`src/design/io_reg_pkg.sv`:
```
// Shared definitions for the I/O control and boot-identification registers
// Holds the address map, register widths, FSM encodings and board constants
// Other files refer to these by scoped name only
`default_nettype none

package io_reg_pkg;

  // Bus and register widths
  localparam int ADDR_W = 4;
  localparam int DATA_W = 32;
  localparam int IOC_W  = 8;
  localparam int ALD_W  = 16;
  localparam int INR_W  = 8;

  typedef logic [ADDR_W-1:0] io_addr_t;  // AXI byte address
  typedef logic [DATA_W-1:0] io_data_t;  // AXI data word
  typedef logic [IOC_W-1:0]  ioc_t;      // IOC register contents
  typedef logic [ALD_W-1:0]  ald_t;      // Boot identification word
  typedef logic [INR_W-1:0]  inr_t;      // INR input byte

  // IOC bit positions
  localparam int IOC_CLK_IE  = 0;  // Enable clock interrupt, level 13
  localparam int IOC_IN_IE   = 1;  // Enable input interrupt, level 12
  localparam int IOC_OUT_IE  = 2;  // Enable output interrupt, level 10
  localparam int IOC_CLK_REQ = 3;  // Clock interrupt request from RTC handler
  localparam int IOC_GREEN_N = 4;  // Green LED, active low
  localparam int IOC_EMCL_N  = 5;  // Master-clear enable, active low
  localparam int IOC_CONS_N  = 6;  // Console select, active low
  localparam int IOC_RTC_CLR = 7;  // Real-time clock clear

  // Register map, word aligned
  localparam io_addr_t ADDR_IOC = 4'h0;
  localparam io_addr_t ADDR_ALD = 4'h4;
  localparam io_addr_t ADDR_INR = 4'h8;

  // AXI response codes
  localparam logic [1:0] RESP_OKAY   = 2'b00;
  localparam logic [1:0] RESP_SLVERR = 2'b10;

  // Register picked by the address decode
  typedef enum logic [1:0] {
    SEL_IOC,
    SEL_ALD,
    SEL_INR,
    SEL_NONE   // Unmapped address
  } reg_sel_t;

  // Bus slave FSM
  typedef enum logic [1:0] {
    ST_IDLE,   // Waiting for a request
    ST_WRESP,  // Write response pending
    ST_RRESP   // Read response pending
  } axil_state_t;

  // Board revision constants
  localparam logic [2:0] PRINT_NO   = 3'd3;     // Print number of revision D
  localparam logic [3:0] ALD_SWITCH = 4'd4;     // Boot from paper tape reader
  // Strap5 in bit 4 down to strap9 in bit 0, a fitted strap reads 0
  localparam logic [4:0] STRAP_BITS = 5'b10100;

endpackage

`default_nettype wire

```
`src/design/io_bus_if.sv`:
```
// Register-access bus between the AXI4-Lite slave and the register blocks
// The slave issues one-cycle strobes with a register select
// The read side returns data combinationally from the select
`default_nettype none

interface io_bus_if (
  input wire logic clk,   // Only for checks on the read side
  input wire logic rst_n
);

  logic                  wr_stb;  // One-cycle write pulse
  logic                  rd_stb;  // One-cycle read pulse
  io_reg_pkg::reg_sel_t  sel;     // Decoded target register
  io_reg_pkg::ioc_t      wdata;   // Low byte of the AXI write data
  io_reg_pkg::io_data_t  rdata;   // Selected register, zero extended

  // Bus slave drives strobes, select and write data
  modport ctrl (
    output wr_stb,
    output rd_stb,
    output sel,
    output wdata,
    input  rdata
  );

  // IOC register block
  modport ioc_side (
    input wr_stb,
    input sel,
    input wdata
  );

  // Read mux, wr_stb only for the strobe overlap check
  modport read_side (
    input  clk,
    input  rst_n,
    input  rd_stb,
    input  wr_stb,
    input  sel,
    output rdata
  );

endinterface

`default_nettype wire

```
`src/design/io_axil_slave.sv`:
```
// AXI4-Lite slave for the I/O register block
// Serves one transaction at a time, writes win over reads
// Decodes the address, pulses a register strobe on the accepting edge
// and returns a registered response one cycle later
`default_nettype none

module io_axil_slave (
  input  wire logic                 clk,
  input  wire logic                 rst_n,
  // Write address channel
  input  wire io_reg_pkg::io_addr_t awaddr,
  input  wire logic                 awvalid,
  output logic                      awready,
  // Write data channel
  input  wire io_reg_pkg::io_data_t wdata,
  input  wire logic [3:0]           wstrb,
  input  wire logic                 wvalid,
  output logic                      wready,
  // Write response channel
  output logic [1:0]                bresp,
  output logic                      bvalid,
  input  wire logic                 bready,
  // Read address channel
  input  wire io_reg_pkg::io_addr_t araddr,
  input  wire logic                 arvalid,
  output logic                      arready,
  // Read data channel
  output io_reg_pkg::io_data_t      rdata,
  output logic [1:0]                rresp,
  output logic                      rvalid,
  input  wire logic                 rready,
  // Register strobes
  io_bus_if.ctrl                    bus
);

  io_reg_pkg::axil_state_t state, state_nxt;
  io_reg_pkg::reg_sel_t    wr_sel;
  io_reg_pkg::reg_sel_t    rd_sel;
  logic                    wr_acc;   // Write handshake on this edge
  logic                    rd_acc;   // Read handshake on this edge

  // Address to register select, anything off the map is SEL_NONE
  function automatic io_reg_pkg::reg_sel_t decode_sel(input io_reg_pkg::io_addr_t addr);
    io_reg_pkg::reg_sel_t s;
    case (addr)
      io_reg_pkg::ADDR_IOC: s = io_reg_pkg::SEL_IOC;
      io_reg_pkg::ADDR_ALD: s = io_reg_pkg::SEL_ALD;
      io_reg_pkg::ADDR_INR: s = io_reg_pkg::SEL_INR;
      default:              s = io_reg_pkg::SEL_NONE;
    endcase
    return s;
  endfunction

  assign wr_sel = decode_sel(awaddr);
  assign rd_sel = decode_sel(araddr);

  // Address and data taken together, only when both are offered
  assign wr_acc = (state == io_reg_pkg::ST_IDLE) && awvalid && wvalid;
  // Read held off while any part of a write is waiting
  assign rd_acc = (state == io_reg_pkg::ST_IDLE) && arvalid && !awvalid && !wvalid;

  assign awready = wr_acc;
  assign wready  = wr_acc;
  assign arready = rd_acc;

  // Strobes fire in the handshake cycle
  assign bus.sel    = wr_acc ? wr_sel : rd_sel;
  assign bus.wr_stb = wr_acc && wstrb[0] && (wr_sel == io_reg_pkg::SEL_IOC);
  assign bus.rd_stb = rd_acc;
  assign bus.wdata  = wdata[io_reg_pkg::IOC_W-1:0];  // Only byte lane 0 is mapped

  assign bvalid = (state == io_reg_pkg::ST_WRESP);
  assign rvalid = (state == io_reg_pkg::ST_RRESP);

  always_comb begin
    state_nxt = state;
    case (state)
      io_reg_pkg::ST_IDLE: begin
        if (wr_acc) begin
          state_nxt = io_reg_pkg::ST_WRESP;
        end else if (rd_acc) begin
          state_nxt = io_reg_pkg::ST_RRESP;
        end
      end
      io_reg_pkg::ST_WRESP: begin
        if (bready) state_nxt = io_reg_pkg::ST_IDLE;  // Response taken
      end
      io_reg_pkg::ST_RRESP: begin
        if (rready) state_nxt = io_reg_pkg::ST_IDLE;
      end
      default: state_nxt = io_reg_pkg::ST_IDLE;
    endcase
  end

  always_ff @(posedge clk) begin
    if (!rst_n) begin
      state <= io_reg_pkg::ST_IDLE;
    end else begin
      state <= state_nxt;
    end
  end

  // Response payload, held until the next accepted transaction
  always_ff @(posedge clk) begin
    if (wr_acc) begin
      // Writes only land on IOC, a cleared byte strobe is still OKAY
      bresp <= (wr_sel == io_reg_pkg::SEL_IOC) ? io_reg_pkg::RESP_OKAY
                                                : io_reg_pkg::RESP_SLVERR;
    end
    if (rd_acc) begin
      rdata <= bus.rdata;  // Sampled together with cx_n and inr
      rresp <= (rd_sel == io_reg_pkg::SEL_NONE) ? io_reg_pkg::RESP_SLVERR
                                                 : io_reg_pkg::RESP_OKAY;
    end
  end

  // Write response held with a stable code until taken
  a_bvalid_hold : assert property (
    @(posedge clk) disable iff (!rst_n)
    bvalid && !bready |=> bvalid && $stable(bresp)
  );

  // Read response and data held until taken
  a_rvalid_hold : assert property (
    @(posedge clk) disable iff (!rst_n)
    rvalid && !rready |=> rvalid && $stable(rdata) && $stable(rresp)
  );

endmodule

`default_nettype wire

```
`src/design/ioc_reg.sv`:
```
// IOC control register with the interrupt, console and LED decode
// Loads from the register bus on a write strobe to SEL_IOC
// UART status inputs are synchronized before they gate levels 10 and 12
`default_nettype none

module ioc_reg (
  input  wire logic        clk,
  input  wire logic        rst_n,
  io_bus_if.ioc_side       bus,
  input  wire logic        tbmt_n,     // UART transmit buffer empty, async
  input  wire logic        da_n,       // UART data available, async
  output io_reg_pkg::ioc_t ioc_q,      // Current value for read back
  output logic             bint10_n,   // Output interrupt, level 10
  output logic             bint12_n,   // Input interrupt, level 12
  output logic             bint13_n,   // Clock interrupt, level 13
  output logic             console_n,
  output logic             emcl_n,
  output logic             rtc_clear,
  output logic [1:0]       ioled       // Bit 0 red, bit 1 green
);

  logic tbmt_meta, tbmt_sync;  // Two-flop synchronizer for tbmt_n
  logic da_meta, da_sync;      // Two-flop synchronizer for da_n
  logic ioc_ld;

  assign ioc_ld = bus.wr_stb && (bus.sel == io_reg_pkg::SEL_IOC);

  // Control register, cleared by reset like the old master clear
  always_ff @(posedge clk) begin
    if (!rst_n) begin
      ioc_q <= '0;
    end else if (ioc_ld) begin
      ioc_q <= bus.wdata;
    end
  end

  // Status lines idle high
  always_ff @(posedge clk) begin
    if (!rst_n) begin
      tbmt_meta <= 1'b1;
      tbmt_sync <= 1'b1;
      da_meta   <= 1'b1;
      da_sync   <= 1'b1;
    end else begin
      tbmt_meta <= tbmt_n;
      tbmt_sync <= tbmt_meta;
      da_meta   <= da_n;
      da_sync   <= da_meta;
    end
  end

  // Clock interrupt when the RTC handler requests it and it is enabled
  assign bint13_n = ~(ioc_q[io_reg_pkg::IOC_CLK_REQ] & ioc_q[io_reg_pkg::IOC_CLK_IE]);

  // Transmitter empty
  assign bint10_n = ~(ioc_q[io_reg_pkg::IOC_OUT_IE] & ~tbmt_sync);

  // Receiver ready, only while the console line is deselected
  assign bint12_n = ~(ioc_q[io_reg_pkg::IOC_CONS_N] & ioc_q[io_reg_pkg::IOC_IN_IE] &
                      ~da_sync);

  assign console_n = ioc_q[io_reg_pkg::IOC_CONS_N];
  assign emcl_n    = ioc_q[io_reg_pkg::IOC_EMCL_N];
  assign rtc_clear = ioc_q[io_reg_pkg::IOC_RTC_CLR];

  assign ioled[0] = emcl_n;                           // Red lit during master clear
  assign ioled[1] = ioc_q[io_reg_pkg::IOC_GREEN_N];   // Green after init

  // ALD and INR are read only, the slave must never strobe a write at them
  a_no_ro_write : assert property (
    @(posedge clk) disable iff (!rst_n)
    bus.wr_stb |-> !(bus.sel inside {io_reg_pkg::SEL_ALD, io_reg_pkg::SEL_INR})
  );

endmodule

`default_nettype wire

```
`src/design/io_read_mux.sv`:
```
// Read data path of the register block
// Builds the ALD boot-identification word and picks IOC, ALD or INR by select
// Purely combinational, the slave captures the result at its read strobe
`default_nettype none

module io_read_mux (
  io_bus_if.read_side          bus,
  input  wire io_reg_pkg::ioc_t ioc_q,  // IOC read back
  input  wire logic             cx_n,   // Live board input, lands in ALD bit 7
  input  wire io_reg_pkg::inr_t inr
);

  io_reg_pkg::ald_t ald;

  // ALD word, 0xF4B4 with cx_n high on this revision
  assign ald = {
    3'b111,                   // Unused, pulled high
    io_reg_pkg::STRAP_BITS,   // Strap5 in bit 12 down to strap9 in bit 8
    cx_n,
    io_reg_pkg::PRINT_NO,     // Board revision
    io_reg_pkg::ALD_SWITCH    // Boot switch setting
  };

  always_comb begin
    case (bus.sel)
      io_reg_pkg::SEL_IOC: begin
        bus.rdata = {{(io_reg_pkg::DATA_W - io_reg_pkg::IOC_W){1'b0}}, ioc_q};
      end
      io_reg_pkg::SEL_ALD: begin
        bus.rdata = {{(io_reg_pkg::DATA_W - io_reg_pkg::ALD_W){1'b0}}, ald};
      end
      io_reg_pkg::SEL_INR: begin
        bus.rdata = {{(io_reg_pkg::DATA_W - io_reg_pkg::INR_W){1'b0}}, inr};
      end
      default: bus.rdata = '0;  // Unmapped reads as zero
    endcase
  end

  // Slave serves one transaction at a time
  a_stb_excl : assert property (
    @(posedge bus.clk) disable iff (!bus.rst_n)
    !(bus.rd_stb && bus.wr_stb)
  );

endmodule

`default_nettype wire

```
`src/design/io_reg_top.sv`:
```
// Top level of the I/O control and boot-identification register block
// Plain AXI4-Lite slave ports on one side, board signals on the other
// Connects the bus slave, IOC register and read mux through io_bus_if
`default_nettype none

module io_reg_top (
  input  wire logic                 clk,
  input  wire logic                 rst_n,
  // AXI4-Lite write address
  input  wire io_reg_pkg::io_addr_t awaddr,
  input  wire logic                 awvalid,
  output logic                      awready,
  // AXI4-Lite write data
  input  wire io_reg_pkg::io_data_t wdata,
  input  wire logic [3:0]           wstrb,
  input  wire logic                 wvalid,
  output logic                      wready,
  // AXI4-Lite write response
  output logic [1:0]                bresp,
  output logic                      bvalid,
  input  wire logic                 bready,
  // AXI4-Lite read address
  input  wire io_reg_pkg::io_addr_t araddr,
  input  wire logic                 arvalid,
  output logic                      arready,
  // AXI4-Lite read data
  output io_reg_pkg::io_data_t      rdata,
  output logic [1:0]                rresp,
  output logic                      rvalid,
  input  wire logic                 rready,
  // Board inputs
  input  wire logic                 cx_n,
  input  wire logic                 tbmt_n,  // Async UART status
  input  wire logic                 da_n,    // Async UART status
  input  wire io_reg_pkg::inr_t     inr,
  // Board outputs
  output logic                      bint10_n,
  output logic                      bint12_n,
  output logic                      bint13_n,
  output logic                      console_n,
  output logic                      emcl_n,
  output logic                      rtc_clear,
  output logic [1:0]                ioled    // Bit 0 red, bit 1 green
);

  io_reg_pkg::ioc_t ioc_q;  // IOC value for read back

  io_bus_if i_bus (
    .clk   (clk),
    .rst_n (rst_n)
  );

  io_axil_slave i_slave (
    .clk     (clk),
    .rst_n   (rst_n),
    .awaddr  (awaddr),
    .awvalid (awvalid),
    .awready (awready),
    .wdata   (wdata),
    .wstrb   (wstrb),
    .wvalid  (wvalid),
    .wready  (wready),
    .bresp   (bresp),
    .bvalid  (bvalid),
    .bready  (bready),
    .araddr  (araddr),
    .arvalid (arvalid),
    .arready (arready),
    .rdata   (rdata),
    .rresp   (rresp),
    .rvalid  (rvalid),
    .rready  (rready),
    .bus     (i_bus.ctrl)
  );

  ioc_reg i_ioc (
    .clk       (clk),
    .rst_n     (rst_n),
    .bus       (i_bus.ioc_side),
    .tbmt_n    (tbmt_n),
    .da_n      (da_n),
    .ioc_q     (ioc_q),
    .bint10_n  (bint10_n),
    .bint12_n  (bint12_n),
    .bint13_n  (bint13_n),
    .console_n (console_n),
    .emcl_n    (emcl_n),
    .rtc_clear (rtc_clear),
    .ioled     (ioled)
  );

  io_read_mux i_rmux (
    .bus   (i_bus.read_side),
    .ioc_q (ioc_q),
    .cx_n  (cx_n),
    .inr   (inr)
  );

endmodule

`default_nettype wire

```
`config.mk`:
```
export PLATFORM = sky130hd
export DESIGN_NAME = io_reg_top
export DESIGN_NICKNAME = d
export VERILOG_FILES = /design/src/design/io_reg_pkg.sv /design/src/design/io_bus_if.sv /design/src/design/io_axil_slave.sv /design/src/design/ioc_reg.sv /design/src/design/io_read_mux.sv /design/src/design/io_reg_top.sv
export SDC_FILE = /design/constraint.sdc
export NUM_CORES = 1
export LEC_CHECK = 0
export ABC_AREA = 1
export BUFFER_PORTS_ARGS = -buffer_cell sky130_fd_sc_hd__buf_2
export CORE_ASPECT_RATIO = 1.25
export CORE_UTILIZATION = 43
export CTS_CLUSTER_SIZE = 40
export DETAILED_ROUTE_END_ITERATION = 16
export PLACE_DENSITY = 0.86
export SLEW_MARGIN = 40
export SYNTH_ARGS = -nofsm -noshare
export SYNTH_HDL_FRONTEND = slang
export SYNTH_SLANG_ARGS = --single-unit
export TNS_END_PERCENT = 20
```
`constraint.sdc`:
```
create_clock -name clk -period 2.5 [get_ports clk]
set_clock_uncertainty 0.05 [all_clocks]
set_input_delay 0.5 -clock clk [delete_from_list [all_inputs] [get_ports clk]]
set_output_delay 0.5 -clock clk [all_outputs]
set_load 0.03 [all_outputs]
```
==> flow_summary.ini <==
[yosys]
yosys.area_share.simple_pct = 31.2
synth_xor_area_share_pct = 0
synth_area_leaders = edfxtp_1, dfxtp_1, buf_4, nand2_1, nand2_4
yosys_warnings = 0
synthTopCellsByCount = nand2_1, buf_4, inv_1
synthFlopType = dfxtp_1
synthesis.instances = 171
synth_top_area_share_pct = 22.7
synth.area.mux_share_pct = 0
syn_area_um2 = 1450
ys_seq_area_share_pct = 42.0
synthAdderAreaFrac_pct = 0
synth_edf_count = 11
yosysMostFrequentCell = nand2_1
synth_top_family_by_area = simple AND/OR/NAND/NOR gates
syn_area_per_cell_um2 = 8.50
synth_compound_area_share_pct = 7.23
ys_ff_latch = 25
synth_cell_type_count = 20
yosysTopAreaCell = edfxtp_1
async_flop_share_pct = 0

[floorplanning]
fp.coreArea_um2 = 3220
initial_utilization_pct = 45.1
ios = 111
die_height_um = 67.0
row_count = 23
die_area_um2 = 3620
die_x_um = 54.0

[grt]
grtUsageMet2_pct = 27.8
grt_pass1_vias = 975
met3_usage_pct = 2.74
grt_max_degree = 14
globalRoute.busiestLayer = met2
grt_pass1_wl_um = 3840
antenna_found_initial = 0
grt_overflow = 0
met1_usage_pct = 14.2
grt.total_usage_pct = 14.4

[worst_setup_path]
startpoint_type = input port
end_kind = output port
critical_path_class = input port to output port
worst_ep_arrival_time_ns = 1.17
cp_data_required_time_ns = 1.95
crit_fanout = 2

[power_and_ir_drop]
finalPower_uw = 870
power_density_nw_per_um2 = 503
leakage_nw = 0.929
ir_worst_vdd_mv = 0.276

[worst_hold_path]
hold_path.class = input port to flop

[cts]
cts_sinks = 25
cts_hold_buf = 0
cts_root_buf = clkbuf_8
cts_setup_buffers = 0
cts_resized = 0
cts_tree = built
clk_latency_ns = 0.26
cts_max_level = 1
clk_pin_slew_worst_paths_ns = 0.08
cts_buffers = 3
cts_max_path_buffers = 2

[place]
gp_congestion = 0.824
placed_cells = 263
dpl.hpwl_um = 2120
pre_cts_slack_ns = 0.768
portBuffers = 62

[drt]
dr.pass1.iters = 4
antenna_left = 0
detail_route.wl_per_cell_um = 9.33
routed_via_density = 4.34
vias = 1158
first_iter_violations = 22
routed_wl_um = 2490
drc = 0

[cells_and_area]
fillers = 319
nets = 293
drive_above_1_share_pct = 41.3
multi_input_area_um2 = 637
diodes = 0
area_growth_pct = 18.8
instances_no_fill = 267
final-seq-area_um2 = 611

[sta]
tns_ns = 0
maxSlewViolCount = 0
hold_ws_ns = 0.368
rsz0062_at_grt = no
finalWorstSetupSlack_ns = 0.780
post-route-min-period_ns = 1.72
timing.fmax_mhz = 581
finalHoldViolCount = 0
fin_crit_sh_pct = 68.8
setup_violations = 0

[status]
outcome = finished clean

[run]
drv_cap = 0
flip-flops by register name, indices dropped and copies added (netlist names):
register / cells
i_ioc.da_meta: 1
i_slave.state: 2
i_slave.rdata: 9
i_slave.bresp: 1
i_ioc.tbmt_meta: 1
i_ioc.da_sync: 1
i_ioc.tbmt_sync: 1
i_slave.rresp: 1
i_ioc.ioc_q: 8
cell families (layout without fill, tap and decap cells):
family | count (synthesis) | in the layout
compound gates | 21 | 21
other cells | 1 | 21
flops | 25 | 25
simple gates | 77 | 77
buf+inv | 47 | 86
per-stage QoR:
stage / area (µm²) / utilization (%)
floorplan: 1530 / -
global placement: 1680 / 52.2
detailed placement: 1680 / 52.2
CTS: 1730 / 53.6
global route: 1730 / 53.6
finish: 1730 / 53.6
per-layer routing:
| metal | vias up | share of wire (%) |
|---|---|---|
| li1 | 602 | - |
| met1 | 508 | 37 |
| met2 | 44 | 55 |
| met3 | 4 | 6.5 |
| met4 | 0 | 1.4 |
| met5 | - | 0 |
where the power goes:
part,leakage [nW],internal [mW],switching [mW]
Sequential,0.212,0.440,0.00465
Combinational,0.694,0.0561,0.138
Clock,0.0228,0.114,0.118
path summary, 6_finish.rpt:
| path | start | end | slack (ns) | depth (start not counted) |
|---|---|---|---|---|
| worst max-delay path | awvalid | arready | 0.78 | 5 |
| worst max register to register | i_slave.state[0] | i_slave.rdata[5] | 1.15 | 8 |
| worst min register to register | i_ioc.tbmt_meta | i_ioc.tbmt_sync | 0.37 | 1 |
| worst min-delay path | da_n | i_ioc.da_meta | 0.37 | 2 |
area by class of cell:
cell class	instances	share of cell area (%)
multi-input cells	119	36.9
flip-flops and latches	25	35.3
repair buffers	63	18.4
inverters	19	4.13
well taps	37	2.68
clock buffers	4	2.61
critical path: stages:
cell and delay [ns]:
buf_2 0.11, nor3b_1 0.18, nand2_1 0.09, inv_1 0.09, buf_2 0.20
cells in the final DEF (no fill, tap or decap), types with 6 or more instances in the layout:
cell,count
a21oi_1,10
buf_2,62
conb_1,21
dfxtp_1,14
edfxtp_1,11
inv_1,16
nand2_1,32
nand2_2,6
nand2_4,8
nor2_1,12
o21ai_1,10
Power figures use the tool's default switching activity.
